--- src/bsg_link_settings.svh ---
// link hub sizing
// widths and depths for one logical link

`ifndef BSG_LINK_SETTINGS_SVH
`define BSG_LINK_SETTINGS_SVH

////////////////////////////////////////////////////////////
// pad channel
////////////////////////////////////////////////////////////

// bits per pad word
`define BSG_LINK_CHANNEL_WIDTH 16

////////////////////////////////////////////////////////////
// flow control
////////////////////////////////////////////////////////////

// log2 of receive fifo entries
// also the sender's credits out of reset
`define BSG_LINK_LG_FIFO_DEPTH 3

// log2 of dequeues per returned token
// one token is worth this many credits
`define BSG_LINK_LG_TOKEN_DECIMATION 1

`endif

--- src/source/bsg_link_pkg.sv ---
// link hub types

`default_nettype none

`include "bsg_link_settings.svh"

package bsg_link_pkg;

  ////////////////////////////////////////////////////////////
  // widths with a meaning
  ////////////////////////////////////////////////////////////

  // one channel word
  typedef logic [`BSG_LINK_CHANNEL_WIDTH-1:0] link_data_t;

  // credit count, one extra bit so the full depth fits
  typedef logic [`BSG_LINK_LG_FIFO_DEPTH:0] credit_cnt_t;

  // receive fifo address
  typedef logic [`BSG_LINK_LG_FIFO_DEPTH-1:0] fifo_ptr_t;

  // dequeue counter between tokens
  typedef logic [`BSG_LINK_LG_TOKEN_DECIMATION-1:0] token_cnt_t;

  ////////////////////////////////////////////////////////////
  // pad word
  ////////////////////////////////////////////////////////////

  // valid strobe plus data, as seen on the pads
  // v is sampled every cycle, no stall on this side
  typedef struct packed {
    logic       v;
    link_data_t data;
  } link_pad_s;

endpackage

`default_nettype wire

--- src/source/bsg_link_fifo.sv ---
// link receive fifo
// circular buffer with wrap bits

`timescale 1ns/100ps
`default_nettype none

`include "bsg_link_settings.svh"

module bsg_link_fifo
(
  input  logic                     core_clk_i,
  input  logic                     rst_n_i,
  // write side
  input  logic                     enq_i,
  input  bsg_link_pkg::link_data_t enq_data_i,
  // read side
  input  logic                     deq_i,
  output bsg_link_pkg::link_data_t head_data_o,
  output logic                     not_empty_o
);

  localparam int unsigned depth_lp = 1 << `BSG_LINK_LG_FIFO_DEPTH;

  bsg_link_pkg::link_data_t  mem_r [depth_lp];
  bsg_link_pkg::fifo_ptr_t   wr_ptr_r;
  bsg_link_pkg::fifo_ptr_t   rd_ptr_r;
  logic                      wr_wrap_r;
  logic                      rd_wrap_r;

  ////////////////////////////////////////////////////////////
  // storage
  ////////////////////////////////////////////////////////////

  // no full check here, sender credits bound the occupancy
  always_ff @(posedge core_clk_i)
  begin
    if (enq_i)
    begin
      mem_r[wr_ptr_r] <= enq_data_i;
    end
  end

  ////////////////////////////////////////////////////////////
  // pointers
  ////////////////////////////////////////////////////////////

  // enq and deq are independent, both may fire together
  always_ff @(posedge core_clk_i)
  begin
    if (!rst_n_i)
    begin
      wr_ptr_r  <= '0;
      rd_ptr_r  <= '0;
      wr_wrap_r <= 1'b0;
      rd_wrap_r <= 1'b0;
    end
    else
    begin
      if (enq_i)
      begin
        wr_ptr_r <= wr_ptr_r + bsg_link_pkg::fifo_ptr_t'(1);
        // flip on the last slot
        if (wr_ptr_r == '1)
        begin
          wr_wrap_r <= ~wr_wrap_r;
        end
      end
      if (deq_i)
      begin
        rd_ptr_r <= rd_ptr_r + bsg_link_pkg::fifo_ptr_t'(1);
        if (rd_ptr_r == '1)
        begin
          rd_wrap_r <= ~rd_wrap_r;
        end
      end
    end
  end

  // equal pointers and equal wraps is empty
  // equal pointers with wraps apart is full, still not empty
  assign not_empty_o = (wr_ptr_r != rd_ptr_r) | (wr_wrap_r != rd_wrap_r);

  // head is read straight from the array
  assign head_data_o = mem_r[rd_ptr_r];

endmodule

`default_nettype wire

--- src/source/bsg_link_upstream.sv ---
// link upstream half
// credit-based sender onto the pad

`timescale 1ns/100ps
`default_nettype none

`include "bsg_link_settings.svh"

module bsg_link_upstream
(
  input  logic                     core_clk_i,
  input  logic                     rst_n_i,
  // core side, level valid with ready
  input  logic                     core_v_i,
  input  bsg_link_pkg::link_data_t core_data_i,
  output logic                     core_ready_o,
  // pad side
  output bsg_link_pkg::link_pad_s  link_o,
  input  logic                     link_token_i
);

  // start with one credit per receive fifo entry
  localparam bsg_link_pkg::credit_cnt_t credit_init_lp =
    bsg_link_pkg::credit_cnt_t'(1 << `BSG_LINK_LG_FIFO_DEPTH);

  // credits regained per token pulse
  localparam bsg_link_pkg::credit_cnt_t token_credits_lp =
    bsg_link_pkg::credit_cnt_t'(1 << `BSG_LINK_LG_TOKEN_DECIMATION);

  bsg_link_pkg::credit_cnt_t credit_cnt_r;
  bsg_link_pkg::credit_cnt_t credit_cnt_n;
  logic                      link_v_r;
  bsg_link_pkg::link_data_t  link_data_r;
  logic                      send;

  ////////////////////////////////////////////////////////////
  // credit handshake
  ////////////////////////////////////////////////////////////

  // any credit left means the far fifo has room
  assign core_ready_o = (credit_cnt_r != '0);
  assign send         = core_v_i & core_ready_o;

  // spend and regain can land on the same edge
  always_comb
  begin
    credit_cnt_n = credit_cnt_r;
    if (send)
    begin
      credit_cnt_n = credit_cnt_n - bsg_link_pkg::credit_cnt_t'(1);
    end
    if (link_token_i)
    begin
      credit_cnt_n = credit_cnt_n + token_credits_lp;
    end
  end

  always_ff @(posedge core_clk_i)
  begin
    if (!rst_n_i)
    begin
      credit_cnt_r <= credit_init_lp;
      link_v_r     <= 1'b0;
    end
    else
    begin
      credit_cnt_r <= credit_cnt_n;
      // strobe is high for exactly the cycle after an accept
      link_v_r     <= send;
    end
  end

  ////////////////////////////////////////////////////////////
  // pad output register
  ////////////////////////////////////////////////////////////

  // payload only loads on accept
  always_ff @(posedge core_clk_i)
  begin
    if (send)
    begin
      link_data_r <= core_data_i;
    end
  end

  assign link_o = '{v: link_v_r, data: link_data_r};

endmodule

`default_nettype wire

--- src/source/bsg_link_downstream.sv ---
// link downstream half
// pad capture, receive buffer and token return

`timescale 1ns/100ps
`default_nettype none

module bsg_link_downstream
(
  input  logic                     core_clk_i,
  input  logic                     rst_n_i,
  // pad side
  input  bsg_link_pkg::link_pad_s  link_i,
  output logic                     link_token_o,
  // core side, valid with yumi
  output logic                     core_v_o,
  output bsg_link_pkg::link_data_t core_data_o,
  input  logic                     core_yumi_i
);

  logic                      link_v_r;
  bsg_link_pkg::link_data_t  link_data_r;
  bsg_link_pkg::token_cnt_t  deq_cnt_r;
  logic                      token_r;
  logic                      group_done;

  ////////////////////////////////////////////////////////////
  // pad capture
  ////////////////////////////////////////////////////////////

  // flop the pad word before it reaches the buffer
  always_ff @(posedge core_clk_i)
  begin
    if (!rst_n_i)
    begin
      link_v_r <= 1'b0;
    end
    else
    begin
      link_v_r <= link_i.v;
    end
  end

  always_ff @(posedge core_clk_i)
  begin
    link_data_r <= link_i.data;
  end

  // one write per captured valid, head goes to the core as is
  bsg_link_fifo fifo_i
  (.core_clk_i  (core_clk_i )
  ,.rst_n_i     (rst_n_i    )
  ,.enq_i       (link_v_r   )
  ,.enq_data_i  (link_data_r)
  ,.deq_i       (core_yumi_i)
  ,.head_data_o (core_data_o)
  ,.not_empty_o (core_v_o   )
  );

  ////////////////////////////////////////////////////////////
  // token decimation
  ////////////////////////////////////////////////////////////

  // last dequeue of a group
  assign group_done = core_yumi_i & (deq_cnt_r == '1);

  always_ff @(posedge core_clk_i)
  begin
    if (!rst_n_i)
    begin
      deq_cnt_r <= '0;
      token_r   <= 1'b0;
    end
    else
    begin
      if (core_yumi_i)
      begin
        // wraps back to zero after the last of the group
        deq_cnt_r <= deq_cnt_r + bsg_link_pkg::token_cnt_t'(1);
      end
      // single cycle pulse
      token_r <= group_done;
    end
  end

  assign link_token_o = token_r;

endmodule

`default_nettype wire

--- src/source/bsg_chip_link_hub.sv ---
// chip link hub
// one logical link, send and receive halves

`timescale 1ns/100ps
`default_nettype none

module bsg_chip_link_hub
(
  input  logic                     core_clk_i,
  input  logic                     rst_n_i,

  ////////////////////////////////////////////////////////////
  // core side
  ////////////////////////////////////////////////////////////

  // words going out
  input  logic                     core_v_i,
  input  bsg_link_pkg::link_data_t core_data_i,
  output logic                     core_ready_o,

  // words coming in
  output logic                     core_v_o,
  output bsg_link_pkg::link_data_t core_data_o,
  input  logic                     core_yumi_i,

  ////////////////////////////////////////////////////////////
  // pad side
  ////////////////////////////////////////////////////////////

  // outgoing channel and its returned tokens
  output bsg_link_pkg::link_pad_s  link_o,
  input  logic                     link_token_i,

  // incoming channel and the tokens we send back
  input  bsg_link_pkg::link_pad_s  link_i,
  output logic                     link_token_o
);

  // sender half
  // owns the credit counter and the pad output flop
  bsg_link_upstream upstream_i
  (.core_clk_i   (core_clk_i  )
  ,.rst_n_i      (rst_n_i     )
  ,.core_v_i     (core_v_i    )
  ,.core_data_i  (core_data_i )
  ,.core_ready_o (core_ready_o)
  ,.link_o       (link_o      )
  ,.link_token_i (link_token_i)
  );

  // receiver half
  // buffers pad words and hands back tokens
  bsg_link_downstream downstream_i
  (.core_clk_i   (core_clk_i  )
  ,.rst_n_i      (rst_n_i     )
  ,.link_i       (link_i      )
  ,.link_token_o (link_token_o)
  ,.core_v_o     (core_v_o    )
  ,.core_data_o  (core_data_o )
  ,.core_yumi_i  (core_yumi_i )
  );

endmodule

`default_nettype wire

--- config.mk ---
export PLATFORM = sky130hd
export DESIGN_NAME = bsg_chip_link_hub
export DESIGN_NICKNAME = d
export VERILOG_FILES = /design/src/source/bsg_link_pkg.sv /design/src/source/bsg_link_fifo.sv /design/src/source/bsg_link_upstream.sv /design/src/source/bsg_link_downstream.sv /design/src/source/bsg_chip_link_hub.sv
export VERILOG_INCLUDE_DIRS = /design/src
export SDC_FILE = /design/constraint.sdc
export NUM_CORES = 1
export LEC_CHECK = 0
export BUFFER_PORTS_ARGS = -buffer_cell sky130_fd_sc_hd__buf_4
export CAP_MARGIN = 20
export CORE_UTILIZATION = 30
export DETAILED_ROUTE_END_ITERATION = 8
export MAX_ROUTING_LAYER = met4
export RECOVER_POWER = 100
export SYNTH_ARGS = -nofsm -noshare
export SYNTH_HDL_FRONTEND = slang
export SYNTH_SLANG_ARGS = --single-unit
--- constraint.sdc ---
create_clock -name core_clk_i -period 3.1 [get_ports core_clk_i]
set_input_delay 0.155 -clock core_clk_i [delete_from_list [all_inputs] [get_ports core_clk_i]]
set_output_delay 0.155 -clock core_clk_i [all_outputs]
set_load 0.005 [all_outputs]
* Word-level counts from Yosys, hierarchy flattened
Memories as Yosys holds them, arrays and structs flattened. A register that Yosys moved wholly into a read port is not among the register bits. Index checks and enable logic that the tools add are counted.
Storage, ports and cells: bits in registers 48, latch bits 0, RAM bits 128, memory bits (read-only) 0, word-level logic and storage cells 35, memories kept 1
Memory list:
- downstream_i.fifo_i.mem_r | depth 8, width 16, read ports 1, clocked after Yosys merged registers in 1, write ports 1, RTL line bsg_link_fifo.sv:24 | bsg_link_pkg::link_data_t mem_r [depth_lp];
Operators by class: add/sub/neg operators 5, multiply operators 0, div/mod/pow operators 0, magnitude comparators 0, equality and inequality tests 4, shifts and indexed selects 0, mux-type cells 6, bitwise logic cells 5, reduce and logical (&&, ||, !) cells 3
Operator list (count):
- $mux 4 | 2
- $add 3x1->3 const B | 2
- $eq 3x3->1 const B | 2
- $mux 3 | 2
- $add 4x2->4 const B | 1
- $reduce_and 2->1 | 2
- $reduce_bool 4->1 | 1
- $sub 4x1->4 const B | 1
- $ne 3x3->1 | 1
- $and 1x1->1 | 2
- $mux 1 | 2
- $not 1->1 | 2
- $add 1x1->1 const B | 1
- $ne 1x1->1 | 1
- $or 1x1->1 | 1

* Logic depth before layout (Yosys ltp)
depth in word-level cells 5, gate-level depth with buffers 10, depth with buffers taken out 10

* Modules after synthesis
A second synthesis with hierarchy kept.
Unflattened totals: cell total of the unflattened synthesis 316, area, all modules 6665.1 µm²
Modules (own cells, without submodules):
- bsg_link_fifo | instances 1, cells an instance 241, area an instance 5429.0 µm², sequential area each 4063.9 µm²
- bsg_link_upstream | instances 1, cells an instance 52, area an instance 827.0 µm², sequential area each 580.6 µm²
- bsg_link_downstream | instances 1, cells an instance 23, area an instance 409.1 µm², sequential area each 380.4 µm²

* Least setup slack after synthesis
OpenSTA, ideal clock, no wires.
kind reg2reg, start point register upstream_i.credit_cnt_r[0], end point register upstream_i.credit_cnt_r[3], data arrival time 2006 ps, setup slack 970 ps, stages on the path, launching flop included 11, period minus slack after synthesis 2130 ps, cell sequence dfxtp_1 inv_1 ha_1 nor3b_1 inv_1 a211oi_1 inv_1 ha_1 a21bo_2 a211oi_1 o21ai_0
On the way: word-level cells in the longest chain between the ends 5
Ends and longest elaborated chain:
- from (decl) | RTL line bsg_link_upstream.sv:30 | bsg_link_pkg::credit_cnt_t credit_cnt_r;
- from (signal assigned) | RTL line bsg_link_upstream.sv:62 | credit_cnt_r <= credit_init_lp;
- from (signal assigned) | RTL line bsg_link_upstream.sv:67 | credit_cnt_r <= credit_cnt_n;
- $reduce_bool 4->1 (*) | RTL line bsg_link_upstream.sv:41 | assign core_ready_o = (credit_cnt_r != '0);
- via core_ready_o | RTL line bsg_chip_link_hub.sv:19 | output logic core_ready_o,
- $and 1x1->1 (*) | RTL line bsg_link_upstream.sv:42 | assign send = core_v_i & core_ready_o;
- $mux 4 (*) | RTL line bsg_link_upstream.sv:48 | if (send)
- $add 4x2->4 | RTL line bsg_link_upstream.sv:54 | credit_cnt_n = credit_cnt_n + token_credits_lp;
- $mux 4 (*) | RTL line bsg_link_upstream.sv:52 | if (link_token_i)
The timed path passes the listed nets; every way through them passes the cells marked *. A chain may end at the register's enable or synchronous reset.

==> insert_results.sql <==
INSERT INTO impl_metrics (metric_group, metric, value, unit) VALUES
('timing', 'slew_viol_final', '0', ''),
('clock_network', 'tritoncts', 'built', ''),
('global_routing', 'globalRouteOverflowTotal', '0', ''),
('synthesis', 'synth_edf_count', '144', ''),
('route', 'initialDrtViolationCount', '158', ''),
('final_layout', 'n_antenna_cell', '0', ''),
('final_layout', 'utilization', '39.41', '%'),
('synthesis', 'synth_most_common_cell', 'edfxtp_1', ''),
('critical_path', 'worst_r2r_startpoint', 'upstream_i.credit_cnt_r[0]', ''),
('status', 'run_status', 'completed', ''),
('power', 'power_switching', '1.121', 'mW'),
('placed_design', 'finalWeightedCongestion', '0.7133', ''),
('synthesis', 'netlist.area_leader.share', '65.32', '%'),
('global_routing', 'grt_util_all_layers', '12.41', '%'),
('floorplanning', 'coreArea', '21350', 'um2'),
('power', 'combPwrFrac', '8.0', '%'),
('route', 'routed_wire_length', '12.36', 'mm'),
('clock_network', 'clk_pin_slew_worst_paths', '0.07', 'ns'),
('synthesis', 'synth.distinct_cells', '34', ''),
('synthesis', 'netlist_top_cells_count', '144 x edfxtp_1, 35 x dfxtp_1, 28 x mux4_1', ''),
('route', 'drtAntennaViolNets', '0', ''),
('worst_hold_path', 'worstHoldStart', 'core_yumi_i', ''),
('floorplanning', 'core.rowCount', '53', ''),
('floorplanning', 'die-area', '22670', 'um2'),
('floorplanning', 'floorplan.die.height', '150.6', 'um'),
('floorplanning', 'io_pins', '74', ''),
('timing', 'finalCriticalPeriod', '2.886', 'ns'),
('floorplanning', 'initial_util', '31.00', '%'),
('placed_design', 'portBuffers', '73', ''),
('run', 'maxCapViolations', '0', ''),
('critical_path', 'timing.critical_path.arrival', '2.73', 'ns'),
('critical_path', 'endpoint_of_the_worst_register_to_register_path', 'upstream_i.credit_cnt_r[3]', ''),
('synthesis', 'synth.yosys.seq_area_share', '75.90', '%'),
('synthesis', 'syn-num-nets', '359', ''),
('worst_hold_path', 'min-delay-path-class', 'input pin to flop', ''),
('route', 'routed_wire_length_per_instance', '16.88', 'um'),
('worst_hold_path', 'holdPathStages', '2', ''),
('synthesis', 'postSynth.topFlopCell', 'edfxtp_1', ''),
('synthesis', 'number_of_storage_elements_in_the_synthesis_netlist', '179', ''),
('global_routing', 'grt_start_max_net_pins', '33', ''),
('synthesis', 'netlist_instances', '315', ''),
('floorplanning', 'dieWidth', '150.6', 'um'),
('global_routing', 'first_global_vias', '3464', ''),
('route', 'post_drt_via_cell_ratio', '4.421', ''),
('synthesis', 'asyncSetResetFlopFracSynth', '0', '%'),
('critical_path', 'crit_type', 'flop to output port', ''),
('clock_network', 'clk_path_buf_depth', '2', ''),
('power', 'p_int', '4.102', 'mW'),
('clock_network', 'cts_root_buffer', 'clkbuf_16', ''),
('global_routing', 'grt_first_pass_wirelength', '19.40', 'mm'),
('global_routing', 'antenna_found_initial', '0', ''),
('synthesis', 'cell_taking_the_most_area_after_synthesis', 'edfxtp_1', ''),
('critical_path', 'cp.required', '2.94', 'ns'),
('route', 'first_pass_iters', '4', ''),
('final_layout', 'post_route_cells_drive_above_1_share', '27.13', '%'),
('clock_network', 'postCtsResizedCells', '0', ''),
('clock_network', 'cts_buffers', '17', ''),
('power', 'relative_contribution_of_the_clock_network_to_total_power', '40.1', '%'),
('placed_design', 'hpwl_reported_at_the_end_of_detailed_placement', '7.258', 'mm'),
('worst_hold_path', 'min_to', 'downstream_i.link_token_o', ''),
('power', 'p_seq_share', '51.9', '%'),
('route', 'drt_drc', '0', ''),
('timing', 'setup_repair_after_global_routing_missed_its_margin', 'false', ''),
('final_layout', 'area_delta_synth_final', '27.10', '%'),
('timing', 'fmaxAchievable', '346.5', 'MHz'),
('critical_path', 'worst_setup_path_end_kind', 'output port', ''),
('clock_network', 'insertion_delay', '0.42', 'ns'),
('timing', 'period_share', '93.08', '%'),
('power', 'switching_share', '21.46', '%'),
('route', 'vias', '3236', ''),
('clock_network', 'clock-sinks', '179', '');
## worst max-delay path, cell delays in order (launching register included)
cell	delay [ns]
dfxtp_1	0.31
clkbuf_2	0.87
mux4_1	0.66
mux2_2	0.31
buf_4	0.14
## power groups by stage
stage | registers, mW | logic (mW) | clock network (mW)
after floorplan | 2.75 | 0.231 | 0
after global placement | 2.76 | 0.390 | 0
after detailed placement | 2.76 | 0.403 | 0
after CTS | 2.71 | 0.441 | 2.15
after global routing | 2.72 | 0.457 | 2.27
final | 2.71 | 0.418 | 2.09
## final cells by class
class                      count  area [um2]
tap                          275       344.1
clock buffer                  17       425.4
multi-input combinational    119        1496
clock inverter                15       161.4
sequential                   179        5025
inverter                       5       18.77
fill                        1963       12940
timing repair buffer         122       943.4
## worst max-delay path by stage
stage                                          start                         end  slack, ns  cells after the start
after global routing                            flop              core_data_o[4]       0.05                      4
final                                           flop              core_data_o[4]       0.21                      4
after CTS                 upstream_i.credit_cnt_r[0]  upstream_i.credit_cnt_r[3]       0.43                     10
after floorplan           upstream_i.credit_cnt_r[0]  upstream_i.credit_cnt_r[3]       0.97                     10
after global placement    upstream_i.credit_cnt_r[0]  upstream_i.credit_cnt_r[3]       0.88                     10
after detailed placement  upstream_i.credit_cnt_r[0]  upstream_i.credit_cnt_r[3]       0.47                     10
## cell families after synthesis
kind of cell	synth area share, %
flops	75.90
mux	16.12
simple gates	3.270
buf+inv	1.493
compound gates	1.021
xor+xnor	1.058
fa+ha+maj	1.134
## cells in the final DEF, fill, tap and decap left out, types with 2 or more instances in the layout
master / instances
clkinv_2: 2
clkbuf_1: 16
bufinv_16: 2
dfxtp_1: 35
clkinv_4: 6
mux4_2: 4
clkinvlp_4: 4
xor2_1: 2
clkbuf_16: 17
nor2_1: 15
nand2b_1: 6
ha_1: 6
a21oi_1: 2
clkbuf_4: 56
buf_4: 13
edfxtp_1: 144
inv_1: 5
mux2i_1: 5
nor3_1: 2
dlygate4sd3_1: 36
xnor2_1: 6
o211a_1: 2
mux4_1: 28
and3_1: 2
nand2_1: 6
mux2_2: 17
nor2b_1: 3
a211oi_1: 2
## state kept, by name (all words and copies together) (netlist names), named ones only
signal                         cells
downstream_i.link_data_r          16
downstream_i.fifo_i.wr_ptr_r       3
downstream_i.deq_cnt_r             1
downstream_i.fifo_i.mem_r        128
downstream_i.fifo_i.rd_wrap_r      1
downstream_i.fifo_i.rd_ptr_r       3
upstream_i.link_v_r                1
downstream_i.link_v_r              1
upstream_i.credit_cnt_r            4
downstream_i.fifo_i.wr_wrap_r      1
upstream_i.link_data_r            16
downstream_i.link_token_o          1
## metrics by stage
stage	power (mW)	instance area (um2)	cells	setup slack, ns	hold slack [ns]
global route	5.444	8414	732	0.05059	0.02039
detailed placement	3.166	7540	664	0.4710	0.2607
global placement	3.145	7540	664	0.8788	0.2606
floorplan	2.982	6620	315	0.9695	0.1827
CTS	5.306	8487	732	0.4313	0.01795
finish	5.222	8414	732	0.2144	0.03786
## per-layer routing
layer | track usage [%] | up-vias | wire (um)
li1 | - | 1528 | -
met1 | 15.29 | 1644 | 5537
met2 | 19.33 | 49 | 6237
met3 | 3.545 | 15 | 424
met4 | 4.646 | 0 | 160
met5 | - | - | 0
## what timing repair did
item	CTS	global route
setup buffers	0	0
hold buffers	36	0
hold endpoints to repair	35	0
setup endpoints to repair	0	0
Note: power is estimated with default switching activity, not from simulation.
